--- config.mk ---
export PLATFORM = sky130hd
export DESIGN_NAME = mem_engine
export DESIGN_NICKNAME = d
export VERILOG_FILES = /design/src/verilog/kem_core_pkg.sv /design/src/verilog/mem_engine.sv
export VERILOG_INCLUDE_DIRS = /design/src /design/src/verilog
export SDC_FILE = /design/constraint.sdc
export NUM_CORES = 1
export LEC_CHECK = 0
export ABC_AREA = 1
export ABC_CLOCK_PERIOD_IN_PS = 5900
export BUFFER_PORTS_ARGS = -buffer_cell sky130_fd_sc_hd__buf_2
export CAP_MARGIN = 20
export CORE_ASPECT_RATIO = 1.25
export CORE_MARGIN = 1.5
export CORE_UTILIZATION = 50
export CTS_BUF_LIST = sky130_fd_sc_hd__clkbuf_8
export DETAILED_ROUTE_END_ITERATION = 12
export PLACE_DENSITY = 0.76
export SLEW_MARGIN = 20
export SYNTH_ARGS = -nofsm -noshare
export SYNTH_HDL_FRONTEND = slang
export SYNTH_SLANG_ARGS = --single-unit
--- constraint.sdc ---
create_clock -name clk -period 5.9 [get_ports clk]
set_input_delay 1.18 -clock clk [delete_from_list [all_inputs] [get_ports clk]]
set_output_delay 1.18 -clock clk [all_outputs]
set_load 0.05 [all_outputs]
--- src/verilog/kem_core_config.svh ---
`ifndef KEM_CORE_CONFIG_SVH
`define KEM_CORE_CONFIG_SVH

//////////////////////////////
// Memory geometry
//////////////////////////////

// Word and address widths of the shared memory
`define KEM_WORD_BITS 64
`define KEM_ADDR_BITS 10

//////////////////////////////
// Command port
//////////////////////////////

// One length field of the length word
`define KEM_LEN_BITS 16
`define KEM_OPCODE_BITS 5
// dst, src B, src A, opcode
`define KEM_CMD_BITS 35

// Session key size moved by cmov
`define KEM_KEY_WORDS 4

// Opcodes kept from the full core
`define KEM_OP_IDLE 5'd0
`define KEM_OP_COPY 5'd12
`define KEM_OP_VERIFY 5'd14
`define KEM_OP_CMOV 5'd15

`endif

--- src/verilog/kem_core_pkg.sv ---
`include "kem_core_config.svh"

package kem_core_pkg;

	//////////////////////////////
	// Data path types
	//////////////////////////////

	// One memory word
	typedef logic [`KEM_WORD_BITS-1:0] word_t;

	// One memory address, also used for region bases
	typedef logic [`KEM_ADDR_BITS-1:0] addr_t;

	// Input or output length field of the length word
	typedef logic [`KEM_LEN_BITS-1:0] len_t;

	//////////////////////////////
	// Command decode
	//////////////////////////////

	// Opcodes this core still answers to
	// Every other value is dropped by the register block
	typedef enum logic [`KEM_OPCODE_BITS-1:0]
	{
		OP_IDLE = `KEM_OP_IDLE,
		// Block move, length in low bits of src B field
		OP_COPY = `KEM_OP_COPY,
		// Ciphertext compare, sets the fail flag
		OP_VERIFY = `KEM_OP_VERIFY,
		// Key select on the fail flag
		OP_CMOV = `KEM_OP_CMOV
	} opcode_e;

endpackage

--- src/verilog/mem_engine.sv ---
`timescale 1ns/1ps

`include "kem_core_config.svh"

module mem_engine
(
	input logic clk,
	input logic rst_n,
	// From the register block
	input logic start_copy,
	input logic start_verify,
	input logic start_cmov,
	input kem_core_pkg::addr_t dst_addr,
	input kem_core_pkg::addr_t src_a_addr,
	input kem_core_pkg::addr_t src_b_addr,
	input kem_core_pkg::len_t in_len,
	// Status back to the register block
	output logic busy,
	output logic finish,
	// Engine memory port
	output kem_core_pkg::addr_t eng_addr,
	output logic eng_we,
	output kem_core_pkg::word_t eng_wdata,
	input kem_core_pkg::word_t eng_rdata
);

	import kem_core_pkg::*;

	typedef enum logic [2:0]
	{
		S_IDLE,
		// Copy and cmov share the move loop
		S_MOVE_RD,
		S_MOVE_WR,
		// Verify reads A then B per word
		S_VER_A,
		S_VER_B,
		S_VER_LAST,
		S_DONE
	} state_t;

	state_t state;
	// Word counter and its limit
	len_t cnt;
	len_t len_q;
	logic last_word;
	addr_t offset;
	// Source base of the move loop
	addr_t src_q;
	// Destination address one cycle behind the read
	addr_t wr_addr_q;
	// Word from region A awaiting its partner
	word_t word_a;
	// Set by any mismatch in verify, read by cmov
	logic fail;

	assign offset = cnt[`KEM_ADDR_BITS-1:0];
	assign last_word = (cnt == len_q - 1'b1);

	assign busy = (state != S_IDLE);
	assign finish = (state == S_DONE);

	//////////////////////////////
	// Memory port
	//////////////////////////////

	always_comb
	begin
		eng_addr = src_a_addr + offset;
		eng_we = 1'b0;
		// Only the move loop writes, always with the word just read
		eng_wdata = eng_rdata;
		case (state)
			S_MOVE_RD: eng_addr = src_q + offset;
			S_MOVE_WR:
			begin
				eng_addr = wr_addr_q;
				eng_we = 1'b1;
			end
			S_VER_B: eng_addr = src_b_addr + offset;
			default: ;
		endcase
	end

	//////////////////////////////
	// Sequencer
	//////////////////////////////

	always_ff @(posedge clk)
	begin
		if (!rst_n)
		begin
			state <= S_IDLE;
			cnt <= '0;
			fail <= 1'b0;
		end
		else
		begin
			case (state)
				S_IDLE:
				begin
					cnt <= '0;
					if (start_copy)
					begin
						// Length rides in the src B field
						state <= (src_b_addr == '0) ? S_DONE : S_MOVE_RD;
					end
					else if (start_verify)
					begin
						// Fresh compare, zero length stays clear
						fail <= 1'b0;
						state <= (in_len == '0) ? S_DONE : S_VER_A;
					end
					else if (start_cmov)
						state <= S_MOVE_RD;
				end
				S_MOVE_RD: state <= S_MOVE_WR;
				S_MOVE_WR:
				begin
					cnt <= cnt + 1'b1;
					state <= last_word ? S_DONE : S_MOVE_RD;
				end
				S_VER_A:
				begin
					// Data now on the port is B of the previous word
					if (cnt != '0)
						fail <= fail | (word_a != eng_rdata);
					state <= S_VER_B;
				end
				S_VER_B:
				begin
					cnt <= cnt + 1'b1;
					state <= last_word ? S_VER_LAST : S_VER_A;
				end
				// Last B word compared here
				S_VER_LAST:
				begin
					fail <= fail | (word_a != eng_rdata);
					state <= S_DONE;
				end
				S_DONE: state <= S_IDLE;
				default: state <= S_IDLE;
			endcase
		end
	end

	// Operation setup and data path, no reset needed
	always_ff @(posedge clk)
	begin
		if (state == S_IDLE)
		begin
			if (start_copy)
			begin
				len_q <= len_t'(src_b_addr);
				src_q <= src_a_addr;
			end
			else if (start_verify)
				len_q <= in_len;
			else if (start_cmov)
			begin
				len_q <= len_t'(`KEM_KEY_WORDS);
				// Fallback string on failure, session key otherwise
				src_q <= fail ? src_a_addr : src_b_addr;
			end
		end
		if (state == S_MOVE_RD)
			wr_addr_q <= dst_addr + offset;
		// A word arrives while B is addressed
		if (state == S_VER_B)
			word_a <= eng_rdata;
	end

endmodule

After elaboration in Yosys (flattened, before gate mapping)
Cells that the tools add are included.
{"block": "word_totals", "regBits": 120, "out_inout_bits": 77}
{"block": "op_classes", "reduce_logical": 13, "mux": 22, "addsub": 6, "n_eq_ne": 13, "bitwise_logic": 1}
{"operator": "64-bit != test", "count": 1}
{"operator": "10-bit 2-to-1 mux", "count": 5}
{"operator": "10-bit adder", "count": 4}
{"operator": "16-bit 2-to-1 mux", "count": 2}
{"operator": "16-bit case mux with 2 select lines", "count": 1}
{"operator": "10-bit case mux with 3 select lines", "count": 1}
{"operator": "3-bit 2-to-1 mux", "count": 7}
{"operator": "3-bit case mux with 6 select lines", "count": 1}
{"operator": "16-bit by 1-bit adder with 16-bit output, second input constant", "count": 1}
{"operator": "16-bit == test", "count": 1}
{"operator": "16-bit zero test", "count": 1}
{"operator": "16-bit nonzero test", "count": 1}
{"operator": "16-bit by 1-bit subtractor with 16-bit output, second input constant", "count": 1}
{"operator": "10-bit zero test", "count": 1}
{"operator": "3-bit == test, second input constant", "count": 3}
{"operator": "3-bit nonzero test", "count": 3}
{"operator": "2-bit != test, second input constant", "count": 4}
{"operator": "3-bit by 2-bit == test with 1-bit output, second input constant", "count": 2}
{"operator": "1-bit 2-to-1 mux", "count": 4}
{"operator": "4-bit != test, second input constant", "count": 1}
{"operator": "4-bit AND reduction", "count": 1}
{"operator": "2-bit nonzero test", "count": 2}
{"operator": "3-bit by 1-bit == test with 1-bit output, second input constant", "count": 1}
{"operator": "3-bit zero test", "count": 1}
{"operator": "other kinds (5)", "count": 5}

Depth between registers and ports, before layout
{"block": "depth", "word_depth": 5, "depth_mapped": 19, "depth_no_buf": 19}

Worst setup path after synthesis
No wires, ideal clock.
{"block": "synth_path", "path_kind": "register -> output", "start": "register state[2]", "end": "output eng_addr[6]", "stages_incl_launch_ff": 15, "required_ns": 4.720, "slack_ns": -0.498, "arrival_time_ns": 5.218, "cell_sequence": "dfxtp_1 -> inv_1 -> nor2_2 -> inv_1 -> buf_2 -> o221ai_1 -> ha_1 -> inv_1 -> fa_1 -> o21ai_0 -> nand2_1 -> nand2_1 -> a21oi_1 -> xor2_1 -> o21ai_0"}
{"block": "synth_between", "elab_chain_cells": 2, "elab_cells_between_ends": 4}
{"element": "start, declared", "line": "mem_engine.sv:42", "source": "state_t state;"}
{"element": "start signal, assigned", "line": "mem_engine.sv:106", "source": "state <= (src_b_addr == '0) ? S_DONE : S_MOVE_RD;"}
{"element": "start signal, assigned", "line": "mem_engine.sv:112", "source": "state <= (in_len == '0) ? S_DONE : S_VER_A;"}
{"element": "start signal, assigned", "line": "mem_engine.sv:121", "source": "state <= last_word ? S_DONE : S_MOVE_RD;"}
{"element": "3-bit == test (tied with other cells)", "line": "mem_engine.sv:73", "source": "case (state)"}
{"element": "10-bit case mux with 3 select lines (*)", "line": "mem_engine.sv:73"}
{"element": "end, declared", "line": "mem_engine.sv:21", "source": "output kem_core_pkg::addr_t eng_addr,"}
Mark *: on every way between the ends. The rest lies on a longest branch, timed or not.

Worst setup path in the final report
{"block": "layout_path", "start": "register state[1]", "end": "output eng_addr[8]"}
The elaborated chain is that of the path after synthesis.

==> reports/summary.txt <==
final setup vio count - 0
Reg clk slew, reported paths - 0.07 ns
status - finished clean
Worst Hold Endpoint - cnt[15]
setup tns final - 0 ns
Slew @ Worst Pin - 0.895 ns
H-tree Lvls - 4
# port buffers - 191
Worst Hold Launch - cnt[15]
CP most frequent cell - nand2_1
drc violations - 0
Worst setup EP type - primary output
global route overflow - 0
Post-DRT Antenna Nets - 0
part of the cycle the worst path needs - 83.8%
GPL Wtd Cong - 0.933
Worst-Skew Late Latency - 0.44 ns
CP Cell Sequence - inv_1, nand2_1, nor2_1, buf_4, nor2_1, inv_1, o221ai_1, ha_1, inv_1, fa_1, o21ai_0, nand2_1, nand2_1, a21oi_1, nor2_1, o21ai_0, nand3_1, nand3_1, nand2_1, buf_2
reg-to-reg critical path endpoint - wr_addr_q[8]
reg2reg start - cnt[0]
clock skew - 0.0113 ns
Die X - 114 microns
Max Cap Viol - 0
number of global-route vias before repair - 5935
Gate power share - 27.4%
Clock Tree Buf Depth - 2
commonest register cell after synthesis - edfxtp_1
Peak VDD IR - 0.164 mV
Startpoint Class - register
RSZ-0062 raised after global routing - no
Crit path largest cell delay - 0.41 ns
routing usage on met1 - 25.3%
per-cell routed wire length - 14.9 microns
syn_nets - 1013
async set or reset register ratio after synthesis - 0%
P&R area growth vs syn - 14.1%
fill count - 1316
minimum clock period - 4.94 ns
Synth top area share - 39.3%
root cell of the clock tree - clkbuf_8
post-placement cell count - 1174
area leader, netlist - edfxtp_1
largest net degree at the start of global routing - 66
FF+latch count, synth - 120
Post-synth EDFFs - 100
antenna violations before repair - 0
Avg Inst Size Synth - 8.73 sq um
Synth cell types - 44
maximum clock rate - 202 MHz
yosys warns - 0
PD cells - 283 nW/um^2
Post-CTS Hold Buffers - 0
DP HPWL - 14100 microns
sequential area share after synthesis - 44.6%
Synth Instances - 875
CP arrival - 3.76 ns
Slew headroom - 40.1%
CTS Buf Count - 17
M2 GR Usage - 40.4%
FP Rows - 50
Sw Share - 35.1%
Seq pwr share - 41.7%
CP max FO - 21
vias per cell - 5.25
Die Area - 16000 sq um
gr busiest metal - met2
Post-CTS Setup Bufs - 0
NumNets Final - 1149
gr usage total - 22.6%
first-pass GRT wire length - 28000 microns
leakage power - 3.85 nW
Setup CP Type - reg -> out
slowest cell on the critical path - fa_1
total iterations of the first detailed-routing run - 5
share of cells above drive strength 1 - 25.1%
initial drt markers - 399
clock power share - 31.0%
core area - 15000 sq um
HP Class - reg -> reg
hold path depth - 2
Req. time, crit path - 4.72 ns
number of diodes - 0
Finished Layout Cells - 1206
worst setup path start - state[1]
via count - 6328
R2R Setup Slk - 3.58 ns
drt total wl - 17900 microns
Top Ports - 192
CTS tree - built
starting utilization of the core area - 51.1%
Final Hold Fails - 0
fin. max-slew vios - 0
die height - 141 microns
synth top area cells - edfxtp_1 39%, nand2_1 9.0%, xnor2_1 7.5%
Syn Std Cell Area - 7630 sq um
CTS Sinks - 120
Switching Power - 865 uW
P_int - 1.60 mW
worst r2r path cells - 11
global-route met3 utilization - 5.29%
Resized Gates After CTS - 0
==> how the worst max path moves through the flow <==
stage             endpoint  slack [ns]  depth (start not counted)
2_1_floorplan  eng_addr[6]        0.29                         14
3_3_place_gp   eng_addr[8]        1.30                         16
3_5_place_dp   eng_addr[8]        1.27                         16
4_1_cts        eng_addr[8]        0.99                         20
5_1_grt        eng_addr[8]        0.59                         21
6_report       eng_addr[8]        0.96                         20
==> placed cells by master (no fill, tap or decap), types with 4 or more instances in the layout <==
cell type,instances
clkbuf_8,17
buf_4,4
nand2_1,184
nor4_1,7
xnor2_1,65
o221ai_1,8
ha_1,21
nand3b_1,5
o22ai_1,9
o21ai_0,27
o21ai_1,4
xor2_1,19
nand2_2,8
edfxtp_1,100
nand3_1,33
dfxtp_1,20
inv_1,108
nor2_1,71
buf_2,191
nor2_2,10
nand4_1,21
nor3_1,10
a21oi_1,29
==> layout make-up <==
cell class	count	area [sq um]	share of cell area, %
inverter	111	417	4.78
clock buffer	17	234	2.69
sequential	120	3400	39.1
multi-input combinational	566	3270	37.5
clock inverter	15	175	2.01
tap	182	228	2.61
timing repair buffer	195	986	11.3
==> power by group through the flow <==
stage          clock [mW]  sequential, mW  combinational, mW
3_3_place_gp            0            1.04              0.664
4_1_cts             0.783            1.03              0.674
2_1_floorplan           0            1.03              0.522
3_5_place_dp            0            1.05              0.672
5_1_grt             0.820            1.03              0.737
6_report            0.763            1.03              0.675
==> logic make-up (layout without fill, tap and decap cells) <==
group,count (synthesis),after routing,share of synthesized area (%)
AND/OR/NAND/NOR,361,361,21.2
buffers and inverters,189,338,12.8
flip-flops,120,120,44.6
AO/OA/AOI/OAI,98,98,7.87
XOR/XNOR,84,84,9.64
adder cells (fa/ha/maj),23,23,3.97
==> per-layer routing <==
| layer | vias up | share of wire [%] |
|---|---|---|
| met5 | - | 0 |
| met4 | 0 | 3.1 |
| met3 | 46 | 6.8 |
| met2 | 292 | 51 |
| met1 | 2863 | 39 |
| li1 | 3127 | - |
==> Yosys cell counts (4+ instances only) <==
library cell,n
nand2_2,8
buf_4,65
xor2_1,19
edfxtp_1,100
clkbuf_1,5
nand3_1,33
nor4_1,7
o22ai_1,9
dfxtp_1,20
buf_2,6
nand3b_1,5
a21oi_1,29
ha_1,21
nor3_1,11
o221ai_1,8
nor2_2,10
nand4_1,21
o21ai_0,27
nand2_1,184
inv_1,107
o21ai_1,4
nor2_1,72
xnor2_1,65
==> flip-flops by register name, indices dropped and copies added, names as in the netlist <==
name,cells
word_a,64
cnt,16
len_q,16
src_q,10
wr_addr_q,10
state,3
fail,1
==> critical path: cells and delay by family, from the launching register on <==
family / cells / cell delay [ns]
fa+ha+maj: 2 / 0.68
buf+inv: 5 / 0.81
compound gates: 4 / 0.68
simple gates: 9 / 0.81
flops: 1 / 0.33
==> through the flow <==
step	total power [mW]	instance area, sq um	setup slack [ns]	hold WS (ns)	utilization, %
after CTS	2.48	8710	0.987	0.519	58.2
after global routing	2.59	8710	0.585	0.554	58.3
after floorplan	1.55	7640	0.295	0.438	-
final	2.46	8710	0.955	0.522	58.3
after detailed placement	1.72	8300	1.27	0.499	55.5
after global placement	1.71	8300	1.30	0.481	55.5
No activity file was read; power rests on OpenSTA's default activity.
