File: src/verilog/kem_core_config.svh
`ifndef KEM_CORE_CONFIG_SVH
`define KEM_CORE_CONFIG_SVH

//////////////////////////////
// Memory geometry
//////////////////////////////

// Word and address widths of the shared memory
`define KEM_WORD_BITS 64
`define KEM_ADDR_BITS 10

//////////////////////////////
// Command port
//////////////////////////////

// One length field of the length word
`define KEM_LEN_BITS 16
`define KEM_OPCODE_BITS 5
// dst, src B, src A, opcode
`define KEM_CMD_BITS 35

// Session key size moved by cmov
`define KEM_KEY_WORDS 4

// Opcodes kept from the full core
`define KEM_OP_IDLE 5'd0
`define KEM_OP_COPY 5'd12
`define KEM_OP_VERIFY 5'd14
`define KEM_OP_CMOV 5'd15

`endif

File: src/verilog/kem_core_pkg.sv
`include "kem_core_config.svh"

package kem_core_pkg;

	//////////////////////////////
	// Data path types
	//////////////////////////////

	// One memory word
	typedef logic [`KEM_WORD_BITS-1:0] word_t;

	// One memory address, also used for region bases
	typedef logic [`KEM_ADDR_BITS-1:0] addr_t;

	// Input or output length field of the length word
	typedef logic [`KEM_LEN_BITS-1:0] len_t;

	//////////////////////////////
	// Command decode
	//////////////////////////////

	// Opcodes this core still answers to
	// Every other value is dropped by the register block
	typedef enum logic [`KEM_OPCODE_BITS-1:0]
	{
		OP_IDLE = `KEM_OP_IDLE,
		// Block move, length in low bits of src B field
		OP_COPY = `KEM_OP_COPY,
		// Ciphertext compare, sets the fail flag
		OP_VERIFY = `KEM_OP_VERIFY,
		// Key select on the fail flag
		OP_CMOV = `KEM_OP_CMOV
	} opcode_e;

endpackage

File: src/verilog/command_regs.sv
`timescale 1ns/1ps

`include "kem_core_config.svh"

module command_regs
(
	input logic clk,
	input logic rst_n,
	// Host side
	input logic [`KEM_CMD_BITS-1:0] command_in,
	input logic command_we0,
	input logic command_we1,
	// Engine status
	input logic busy,
	input logic finish,
	// Held command fields
	output kem_core_pkg::addr_t dst_addr,
	output kem_core_pkg::addr_t src_a_addr,
	output kem_core_pkg::addr_t src_b_addr,
	output kem_core_pkg::len_t in_len,
	// One cycle start pulses
	output logic start_copy,
	output logic start_verify,
	output logic start_cmov,
	// Done levels, held until idle command
	output logic done_copy,
	output logic done_verify,
	output logic done_cmov
);

	import kem_core_pkg::*;

	logic [`KEM_OPCODE_BITS-1:0] op_field;
	logic cmd_accept;
	logic op_runs;
	opcode_e active_op;

	//////////////////////////////
	// Command decode
	//////////////////////////////

	assign op_field = command_in[`KEM_OPCODE_BITS-1:0];

	// Start pulse still in flight counts as busy
	assign cmd_accept = command_we0 & ~busy & ~start_copy & ~start_verify & ~start_cmov;

	// Opcodes that launch the engine
	assign op_runs = (op_field == OP_COPY) || (op_field == OP_VERIFY) ||
		(op_field == OP_CMOV);

	// Fields from high to low: dst, src B, src A, opcode
	always_ff @(posedge clk)
	begin
		if (cmd_accept && op_runs)
		begin
			dst_addr <= command_in[34:25];
			src_b_addr <= command_in[24:15];
			src_a_addr <= command_in[14:5];
		end
		// Output length and spare bits belonged to hashing
		if (command_we1)
			in_len <= command_in[`KEM_LEN_BITS-1:0];
	end

	//////////////////////////////
	// Start and done control
	//////////////////////////////

	always_ff @(posedge clk)
	begin
		if (!rst_n)
		begin
			start_copy <= 1'b0;
			start_verify <= 1'b0;
			start_cmov <= 1'b0;
			done_copy <= 1'b0;
			done_verify <= 1'b0;
			done_cmov <= 1'b0;
			active_op <= OP_IDLE;
		end
		else
		begin
			// Pulses last one cycle
			start_copy <= 1'b0;
			start_verify <= 1'b0;
			start_cmov <= 1'b0;
			// Raise the level of whatever was running
			if (finish)
			begin
				case (active_op)
					OP_COPY: done_copy <= 1'b1;
					OP_VERIFY: done_verify <= 1'b1;
					OP_CMOV: done_cmov <= 1'b1;
					default: ;
				endcase
			end
			if (cmd_accept)
			begin
				case (op_field)
					OP_IDLE:
					begin
						done_copy <= 1'b0;
						done_verify <= 1'b0;
						done_cmov <= 1'b0;
					end
					OP_COPY:
					begin
						start_copy <= 1'b1;
						active_op <= OP_COPY;
					end
					OP_VERIFY:
					begin
						start_verify <= 1'b1;
						active_op <= OP_VERIFY;
					end
					OP_CMOV:
					begin
						start_cmov <= 1'b1;
						active_op <= OP_CMOV;
					end
					// Unsupported opcode, nothing happens
					default: ;
				endcase
			end
		end
	end

endmodule

File: config.mk
export PLATFORM = sky130hd
export DESIGN_NAME = command_regs
export DESIGN_NICKNAME = d
export VERILOG_FILES = /design/src/verilog/kem_core_pkg.sv /design/src/verilog/command_regs.sv
export VERILOG_INCLUDE_DIRS = /design/src /design/src/verilog
export SDC_FILE = /design/constraint.sdc
export NUM_CORES = 1
export LEC_CHECK = 0
export ABC_AREA = 0
export BUFFER_PORTS_ARGS = -buffer_cell sky130_fd_sc_hd__buf_2
export CORE_ASPECT_RATIO = 1.1
export CORE_UTILIZATION = 47
export DETAILED_ROUTE_END_ITERATION = 6
export PLACE_DENSITY = 0.9
export SKIP_CTS_REPAIR_TIMING = 1
export SYNTH_ARGS = -nofsm -noshare
export SYNTH_HDL_FRONTEND = slang
export SYNTH_SLANG_ARGS = --single-unit
File: constraint.sdc
create_clock -name clk -period 5.9 [get_ports clk]
set_input_delay 0.59 -clock clk [delete_from_list [all_inputs] [get_ports clk]]
set_output_delay 0.59 -clock clk [all_outputs]
set_load 0.01 [all_outputs]
Yosys cells after proc, flatten, opt, wreduce, memory -nomap -nowiden
Cells that the tools add are included.
{"block": "classes", "addsub": 0, "mul": 0, "n_div": 0, "order_cmp": 0, "n_eq_ne": 6, "shifts": 0, "n_mux": 16, "bitwise": 8, "n_reduce_logical": 7}
{"op": "== test 5 x 4 -> 1 bit, second input constant", "count": 6}
{"op": "two-way mux 1 bit", "count": 15}
{"op": "case mux 5 bit (3 select lines)", "count": 1}
{"op": "logical NOT 5 bit", "count": 1}
{"op": "bitwise AND 1 bit", "count": 4}
{"op": "NOT 1 bit", "count": 4}
{"op": "AND reduction 2 bit", "count": 2}
{"op": "nonzero test 3 bit", "count": 1}
{"op": "logical OR 1 bit", "count": 2}
{"op": "logical AND 1 bit", "count": 1}
{"block": "totals", "reg_bits": 57, "latchBits": 0, "mem_bits_rw": 0, "mem_bits_ro": 0, "n_memories": 0}

Depth between registers and ports, before layout
Gate-level depths: netlist (run 1).
{"block": "logic_depth", "depth_word": 6, "depth_mapped": 4, "depth_no_buf": 3}

Worst setup path after synthesis (run 1)
No wires, ideal clock.
{"block": "synth_timing", "path_kind": "input-to-reg", "start": "in command_in[4]", "end": "reg dst_addr[0] (enable)", "setup_ps": 416, "t_arrival_ps": 2588, "t_required_ps": 5484, "setup_slack_ps": 2896, "cell_stages": 3, "n_path_buf": 1, "path_cell_list": "or4b_4 > buf_6 > a211oi_2"}
{"block": "synth_via", "elab_chain_len": 4, "elab_cells_between_ends": 6}
{"item": "start, declared", "line_no": "command_regs.sv:10", "rtl": "input logic [`KEM_CMD_BITS-1:0] command_in,"}
{"item": "== test 5 x 4 -> 1 bit", "line_no": "command_regs.sv:48", "rtl": "assign op_runs = (op_field == OP_COPY) || (op_field == OP_VERIFY) ||"}
{"item": "logical OR 1 bit", "line_no": "command_regs.sv:48"}
{"item": "logical OR 1 bit (*)", "line_no": "command_regs.sv:48"}
{"item": "logical AND 1 bit (*)", "line_no": "command_regs.sv:54", "rtl": "if (cmd_accept && op_runs)"}
{"item": "end signal, assigned", "line_no": "command_regs.sv:56", "rtl": "dst_addr <= command_in[34:25];"}
{"item": "end, declared", "line_no": "command_regs.sv:17", "rtl": "output kem_core_pkg::addr_t dst_addr,"}
Mark *: on every way between the ends. The rest lies on a longest branch, timed or not.
A chain may end at the register's enable or synchronous reset.

Worst setup path after layout (run 1)
{"block": "layout_timing", "start": "reg start_verify", "end": "reg src_b_addr[8] (enable)"}
{"block": "layout_via", "elab_chain_len": 4}
{"item": "start, declared", "line_no": "command_regs.sv:23", "rtl": "output logic start_verify,"}
{"item": "start signal, assigned", "line_no": "command_regs.sv:74", "rtl": "start_verify <= 1'b0;"}
{"item": "start signal, assigned", "line_no": "command_regs.sv:85", "rtl": "start_verify <= 1'b0;"}
{"item": "start signal, assigned", "line_no": "command_regs.sv:113", "rtl": "start_verify <= 1'b1;"}
{"item": "NOT 1 bit", "line_no": "command_regs.sv:45", "rtl": "assign cmd_accept = command_we0 & ~busy & ~start_copy & ~start_verify & ~start_cmov;"}
{"item": "bitwise AND 1 bit (2 in series)", "line_no": "command_regs.sv:45"}
{"item": "logical AND 1 bit", "line_no": "command_regs.sv:54"}
{"item": "end signal, assigned", "line_no": "command_regs.sv:57", "rtl": "src_b_addr <= command_in[24:15];"}
{"item": "end, declared", "line_no": "command_regs.sv:19", "rtl": "output kem_core_pkg::addr_t src_b_addr,"}
No other way between the ends.

==> flow_summary.ini, run 1 <==
[sta]
drv_slew = 0
timing.hold.ws_ps = 392
period_minus_slack_ps = 1930
slew-limit-headroom_pct = 72.9
fmax_mhz = 517
hold_violations = 0
fin_crit_sh_pct = 32.8
finalSetupViolations = 0
rsz0062_at_grt = false
fin_worst_skew_ps = 5.33
worst_pin_slew_ps = 406
tns_ps = 0

[final_layout]
final_area_um2 = 2390
final_cell_mix = 92 x buf_2, 46 x edfxtp_1, 9 x dfxtp_1
final_layout_size_suffix_gt1_share_pct = 57.5
nNetsFinal = 221
syn_to_final_growth_pct = 35.8
antennaDiodeCount = 0
mostFrequentLayoutCell = buf_2
n_fill_cell = 229

[power]
power_uw = 721
leakage_nw = 0.996
irDropWorstVdd_mv = 0.162
powerDensity_nw_per_um2 = 302

[detailed_routing]
drc_errors = 0
dr.pass1.iters = 4
viasPerCell = 4.84
wl_met1_mm = 1.27
vias = 1108
top_layer = met4
wl_mm = 3.40
wl_per_cell_um = 14.8
wl_met3_um = 338
met2_length_mm = 1.73
drt_iter0_markers = 28
ant_nets = 0

[floorplan]
start_util_pct = 51.1
rows = 22
dieArea_um2 = 3990
coreArea_um2 = 3440
ioPinCount = 93
fp.dieH_um = 66.1
die_width_um = 60.3

[clock_tree]
htreeDepth = 2
clkTransAtPathRegs_ps = 150
cts_buffers = 5
cts_max_path_buffers = 2
cts_tree = built
clk-insertion-delay-late_ps = 360
cts-root-buf = clkbuf_4
clkSinkCount = 55

[placement]
io_buffers = 92
routabilityCongestion = 0.721
place_hpwl_mm = 2.52
placed_cell_area_um2 = 2280

[global_route]
grt_pass1_vias = 1096
grt_antenna_before_repair = 0
grt_pass1_wl_mm = 5.02
grt_util_all_layers_pct = 18.1
grt_max_degree = 31
grt-ovfl-total = 0

[logic_synthesis]
yosysWarnings = 0
synth_simple_gate_area_share_pct = 5.12
yosys.area.top_type = edfxtp_1
synthAdderAreaFrac_pct = 0
synth.top_cell.area_share_pct = 78.6
ys_seq_area_share_pct = 88.8
ys_types = 19
synth_top_family_by_area = simple AND/OR/NAND/NOR gates
avgSynthCellArea_um2 = 21.7
synthMuxAreaShare_pct = 0
ys_ff_latch = 55
syn_nets = 122
synth-compound-area-share_pct = 4.98
synthCells = 81
netlist_top_cells_area = edfxtp_1 79%, dfxtp_1 10%, o21a_1 1.3%
synth_xor_area_share_pct = 0
syn_area_um2 = 1760

[worst_setup_path]
end_kind = flop
cp_slowest_stage_delay_ps = 640
cp_cell_sequence = or4bb_1, a211oi_4, buf_4
startpoint_type = flop
crit_path_top_delay_cell = or4bb_1
path_class = reg2reg
critPathMaxFanout = 30
arrival_ps = 1970
required_ps = 5940

[outcome]
status = complete, no violations

[hold_path]
min_path_type = in2reg

[run]
cap_viol_max_count = 0
## worst max-delay path, delay by kind of cell, from the launching register on
kind	cells	cell delay, ps
buffers and inverters	1	380
AOI/OAI and AO/OA	1	220
and+or+nand+nor	1	640
DFF	1	360
## through the flow
| step | cells | setup slack (ps) | util [%] |
|---|---|---|---|
| 2_1_floorplan | 81 | 2900 | - |
| 6_report | 229 | 3970 | 69.4 |
| 3_5_place_dp | 221 | 3620 | 66.3 |
| 3_3_place_gp | 221 | 3670 | 66.3 |
| 4_1_cts | 229 | 3970 | 69.4 |
| 5_1_grt | 229 | 3890 | 69.4 |
## where the power goes
group	total, mW	leakage [nW]	switching [mW]	internal, mW
logic	0.0429	0.445	0.0235	0.0194
registers	0.438	0.500	0.00352	0.434
clock network	0.240	0.0514	0.108	0.132
## flip-flops by register name, summed over array words and instances, names as in the netlist
name / flops
start_cmov: 1
in_len: 16
done_cmov: 1
src_b_addr: 10
done_copy: 1
start_copy: 1
active_op: 3
done_verify: 1
src_a_addr: 10
start_verify: 1
dst_addr: 10
## metal layers
metal | GRT usage, % | up-vias
li1 | - | 517
met1 | 18.5 | 511
met2 | 32.8 | 73
met3 | 5.68 | 7
met4 | 7.85 | 0
met5 | 0 | -
## cell usage after synthesis
| cell type | instances |
|---|---|
| o31a_1 | 2 |
| o41ai_2 | 1 |
| nor2_1 | 5 |
| or4bb_1 | 1 |
| o21a_1 | 3 |
| and4b_1 | 1 |
| and4_1 | 1 |
| or4b_4 | 1 |
| and3b_1 | 1 |
| inv_1 | 2 |
| edfxtp_1 | 46 |
| dfxtp_1 | 9 |
| buf_6 | 1 |
| a21oi_1 | 2 |
| a41oi_1 | 1 |
| a211oi_2 | 1 |
| nor3_1 | 1 |
| or4_1 | 1 |
| and3_1 | 1 |
## final cells by class
type,instances,area (um2),area share [%]
Clock buffer,5,37.5,1.57
Inverter,2,7.51,0.314
Multi-Input combinational cell,23,185,7.76
Sequential cell,55,1560,65.4
Clock inverter,3,67.6,2.83
Timing Repair Buffer,93,468,19.6
Tap cell,48,60.1,2.52
## cells by family (layout without fill, tap and decap cells)
logic type / Yosys count / count (layout)
flops: 55 / 55
simple gates: 13 / 13
compound gates: 10 / 10
buf+inv: 3 / 103
## path summary, 6_finish.rpt
| kind | from | end | slack, ps | cells after the start |
|---|---|---|---|---|
| worst max-delay path | start_verify$_SDFF_PN0_ | src_b_addr[8]$_DFFE_PP_ | 3970 | 3 |
| worst min-delay path | command_in[20] | src_b_addr[5]$_DFFE_PP_ | 390 | 1 |
| worst max register to register | start_verify$_SDFF_PN0_ | src_b_addr[8]$_DFFE_PP_ | 3970 | 3 |
| worst min register to register | done_verify$_SDFF_PN0_ | done_verify$_SDFF_PN0_ | 500 | 2 |
Power figures use the tool's default switching activity.
==> run 2: changes to the inputs <==
--- a/config.mk
+++ b/config.mk
@@ -9,9 +9,9 @@
 export ABC_AREA = 0
 export BUFFER_PORTS_ARGS = -buffer_cell sky130_fd_sc_hd__buf_2
 export CORE_ASPECT_RATIO = 1.1
-export CORE_UTILIZATION = 47
+export CORE_UTILIZATION = 43
 export DETAILED_ROUTE_END_ITERATION = 6
-export PLACE_DENSITY = 0.9
+export PLACE_DENSITY = 0.84
 export SKIP_CTS_REPAIR_TIMING = 1
 export SYNTH_ARGS = -nofsm -noshare
 export SYNTH_HDL_FRONTEND = slang
==> constraint.sdc (replaced) <==
create_clock -name clk -period 1.8 [get_ports clk]
set_input_delay 0.18 -clock clk [delete_from_list [all_inputs] [get_ports clk]]
set_output_delay 0.18 -clock clk [all_outputs]
set_load 0.01 [all_outputs]
==> run 2 against run 1 <==
  * Core utilization shrank 7.9 points
  * Setup slack lost 3900 ps
  * Clock power grew to 3.3 times the previous value
  * Critical path type unchanged
  * Sequential share of layout area shrank 0.83 points
  * Global-route usage shrank 3.1 points
  * Wire length shrank 6.4%
  * Cell area grew 1.4%
  * Count of clock-buffer cells in the layout is the same
==> flow_summary.ini, run 2 (synthesis results as in run 1) <==
[outcome]
status = complete, no violations

[final_layout]
final_cell_mix = 92 x buf_2, 46 x edfxtp_1, 8 x dfxtp_1
antennaDiodeCount = 0
syn_to_final_growth_pct = 37.7
top_register = in_len
final_area_um2 = 2420
nNetsFinal = 221
instances_no_fill = 233
mostFrequentLayoutCell = buf_2
final_layout_size_suffix_gt1_share_pct = 58.6
largest_register_ff_count = 16

[floorplan]
fp.dieH_um = 69.1
coreArea_um2 = 3930
dieArea_um2 = 4350
start_util_pct = 44.7
ioPinCount = 93
die_width_um = 63.0
rows = 24

[clock_tree]
clk-insertion-delay-late_ps = 300
cts_tree = built
cts_max_path_buffers = 2
cts-root-buf = clkbuf_8
clkSinkCount = 55
htreeDepth = 2
cts_buffers = 5
clkTransAtPathRegs_ps = 90

[sta]
worst_pin_slew_ps = 378
fin_worst_skew_ps = 4.64
slew-limit-headroom_pct = 74.6
fin_crit_sh_pct = 95.4
fmax_mhz = 582
period_minus_slack_ps = 1720
hold_violations = 0
drv_slew = 0
finalSetupViolations = 0
rsz0062_at_grt = false
tns_ps = 0

[worst_setup_path]
end_kind = flop
critPathMaxFanout = 31
required_ps = 1800
arrival_ps = 1720
path_class = reg2reg
startpoint_type = flop

[detailed_routing]
wl_per_cell_um = 13.6
drc_errors = 0
drt_iter0_markers = 92
wl_mm = 3.18
dr.pass1.iters = 4
vias = 1082
viasPerCell = 4.64
ant_nets = 0

[hold_path]
min_path_type = in2reg

[power]
irDropWorstVdd_mv = 0.465
powerDensity_nw_per_um2 = 980
leakage_nw = 1.00

[global_route]
grt_antenna_before_repair = 0
grt_max_degree = 32
grt-ovfl-total = 0
grt_util_all_layers_pct = 15.0
grt_pass1_wl_mm = 4.83
grt_pass1_vias = 986

[placement]
dp.cells = 225
routabilityCongestion = 0.692
place_hpwl_mm = 2.36
placed_cell_area_um2 = 2300
io_buffers = 92

[run]
cap_viol_max_count = 0
[run 2: cell types whose count changed in the layout (fill, tap and decap cells not counted), sizes merged]
| cell | previous run | this run |
|---|---|---|
| bufinv | 2 | 1 |
| inv | 2 | 3 |
[run 2: through the flow]
step | hold slack (ps) | setup WS, ps | power, mW | utilization, %
after detailed placement | 359 | 83.5 | 1.61 | 58.6
final | 53.8 | 82.0 | 2.37 | 61.5
after global routing | 27.5 | 28.5 | 2.47 | 61.5
after CTS | 41.5 | 67.1 | 2.40 | 61.5
after floorplan | 279 | -420 | 1.51 | -
after global placement | 358 | 109 | 1.60 | 58.6
[run 2: worst paths after layout]
kind / startpoint / end / slack, ps / depth (start not counted)
worst max register to register: start_cmov$_SDFF_PN0_ / src_a_addr[3]$_DFFE_PP_ / 80 / 3
worst min-delay path: command_in[31] / dst_addr[6]$_DFFE_PP_ / 50 / 1
worst min register to register: done_cmov$_SDFF_PN0_ / done_cmov$_SDFF_PN0_ / 490 / 2
worst max-delay path: start_cmov$_SDFF_PN0_ / src_a_addr[3]$_DFFE_PP_ / 80 / 3
[run 2: critical path: stages, from the launching register on]
cell and delay (ps):
dfxtp_2 340, or4bb_4 580, a211oi_4 270, buf_12 240
[run 2: per-layer routing]
metal / routed length [um] / global-route usage [%]
met1: 1440 / 20.6
met2: 1430 / 22.8
met3: 278 / 5.30
met4: 23 / 3.88
met5: 0 / 0
[run 2: area by class of cell]
class                   instances  area, um2
inverters                       2       7.51
repair buffers                 93        480
clock inverters                 3       46.3
fillers                       292       1510
multi-input cells              23        189
flip-flops and latches         55       1560
well taps                      52       65.1
clock buffers                   5       68.8
[run 2: where the power goes]
group | internal (mW) | total (mW) | switching, mW | leakage [nW]
sequential | 1.42 | 1.43 | 0.0103 | 0.500
clock | 0.419 | 0.797 | 0.378 | 0.0548
combinational | 0.0655 | 0.141 | 0.0759 | 0.448
==> run 3: changes to the inputs <==
--- a/config.mk
+++ b/config.mk
@@ -8,6 +8,7 @@
 export LEC_CHECK = 0
 export ABC_AREA = 0
 export BUFFER_PORTS_ARGS = -buffer_cell sky130_fd_sc_hd__buf_2
+export CAP_MARGIN = 20
 export CORE_ASPECT_RATIO = 1.1
 export CORE_UTILIZATION = 43
 export DETAILED_ROUTE_END_ITERATION = 6
==> constraint.sdc (replaced) <==
create_clock -name clk -period 1.9 [get_ports clk]
set_input_delay 0.19 -clock clk [delete_from_list [all_inputs] [get_ports clk]]
set_output_delay 0.19 -clock clk [all_outputs]
set_load 0.01 [all_outputs]
==> run 3 against run 2 <==
  * Clock power shrank 5.3%
  * Critical path depth is the same
  * Highest routed layer unchanged
  * Critical path type unchanged
  * Clock skew shrank 0.62 ps
  * Non-clock buffer count is the same
==> flow_summary.ini, run 3 (synthesis results as in run 1) <==
[worst_setup_path]
required_ps = 1910
critPathMaxFanout = 31
cp_cell_sequence = or4bb_4, a211oi_4, buf_12
path_class = reg2reg
cp_slowest_stage_delay_ps = 580
crit_path_top_delay_cell = or4bb_4
startpoint_type = flop
end_kind = flop
arrival_ps = 1720

[sta]
worst_pin_slew_ps = 376
finalSetupViolations = 0
period_minus_slack_ps = 1720
hold_violations = 0
rsz0062_at_grt = false
fmax_mhz = 582
fin_crit_sh_pct = 90.4
fin_worst_skew_ps = 4.02
slew-limit-headroom_pct = 74.9
drv_slew = 0

[detailed_routing]
wl_per_cell_um = 13.7
drc_errors = 0
ant_nets = 0
vias = 1088
dr.pass1.iters = 3
drt_iter0_markers = 44
wl_mm = 3.20
viasPerCell = 4.67

[global_route]
grt-ovfl-total = 0
grt_max_degree = 32
grt_pass1_vias = 953
grt_antenna_before_repair = 0
grt_pass1_wl_mm = 4.62
grt_util_all_layers_pct = 14.6

[final_layout]
final_cell_mix = 92 x buf_2, 46 x edfxtp_1, 8 x dfxtp_1
final_area_um2 = 2420
nNetsFinal = 221
mostFrequentLayoutCell = buf_2
largest_register_ff_count = 16
antennaDiodeCount = 0
n_fill_cell = 295
final_layout_size_suffix_gt1_share_pct = 58.6
syn_to_final_growth_pct = 37.7
top_register = in_len

[floorplan]
ioPinCount = 93
start_util_pct = 44.7
coreArea_um2 = 3930
dieArea_um2 = 4350
die_width_um = 63.0
fp.dieH_um = 69.1
rows = 24

[clock_tree]
clk-insertion-delay-late_ps = 300
htreeDepth = 2
clkSinkCount = 55
cts_buffers = 5
cts_tree = built
cts_max_path_buffers = 2
clkTransAtPathRegs_ps = 90
cts-root-buf = clkbuf_8

[placement]
place_hpwl_mm = 2.43
routabilityCongestion = 0.695
placed_cell_area_um2 = 2300
io_buffers = 92

[power]
irDropWorstVdd_mv = 0.539
powerDensity_nw_per_um2 = 928
power_mw = 2.25
leakage_nw = 1.00

[run]
cap_viol_max_count = 0

[hold_path]
min_path_type = in2reg

[outcome]
status = complete, no violations
==> run 3: area by class of cell <==
type,instances,area (um2),area share [%]
Clock buffer,5,68.8,2.84
Multi-Input combinational cell,23,189,7.81
Tap cell,52,65.1,2.69
Clock inverter,3,46.3,1.91
Sequential cell,55,1560,64.6
Inverter,2,7.51,0.310
Timing Repair Buffer,93,480,19.9
==> run 3: worst max-delay path, delay by kind of cell (launching register included) <==
kind / cells / cell delay, ps
and+or+nand+nor: 1 / 580
DFF: 1 / 340
AOI/OAI and AO/OA: 1 / 260
buffers and inverters: 1 / 230
==> run 3: per-stage QoR <==
stage	instances	worst slack, ps	hold WS (ps)	TNS [ps]	utilization [%]
2_1_floorplan	81	-320	289	-9810	-
3_3_place_gp	225	209	367	0	58.6
3_5_place_dp	225	190	369	0	58.6
4_1_cts	233	181	49.6	0	61.5
5_1_grt	233	127	41.4	0	61.5
6_report	233	182	59.7	0	61.5
==> run 3: report_power, final <==
| part | leakage, nW | internal (mW) | switching (mW) |
|---|---|---|---|
| Combinational | 0.448 | 0.0621 | 0.0723 |
| Clock | 0.0548 | 0.397 | 0.358 |
| Sequential | 0.500 | 1.35 | 0.00989 |
==> run 3: worst paths after layout <==
check	start	endpoint	slack [ps]	cells after the start
hold / removal	command_in[31]	dst_addr[6]$_DFFE_PP_	60	1
hold reg to reg	done_verify$_SDFF_PN0_	done_verify$_SDFF_PN0_	470	2
setup / recovery	start_cmov$_SDFF_PN0_	src_a_addr[7]$_DFFE_PP_	180	3
setup reg to reg	start_cmov$_SDFF_PN0_	src_a_addr[7]$_DFFE_PP_	180	3
==> run 3: per-layer routing <==
metal / track usage [%] / wire [um] / vias to the layer above
met2: 23.4 / 1550 / 69
met3: 4.80 / 273 / 6
met4: 5.43 / 44 / 0
met1: 18.4 / 1330 / 499
met5: 0 / 0 / -
li1: - / - / 514
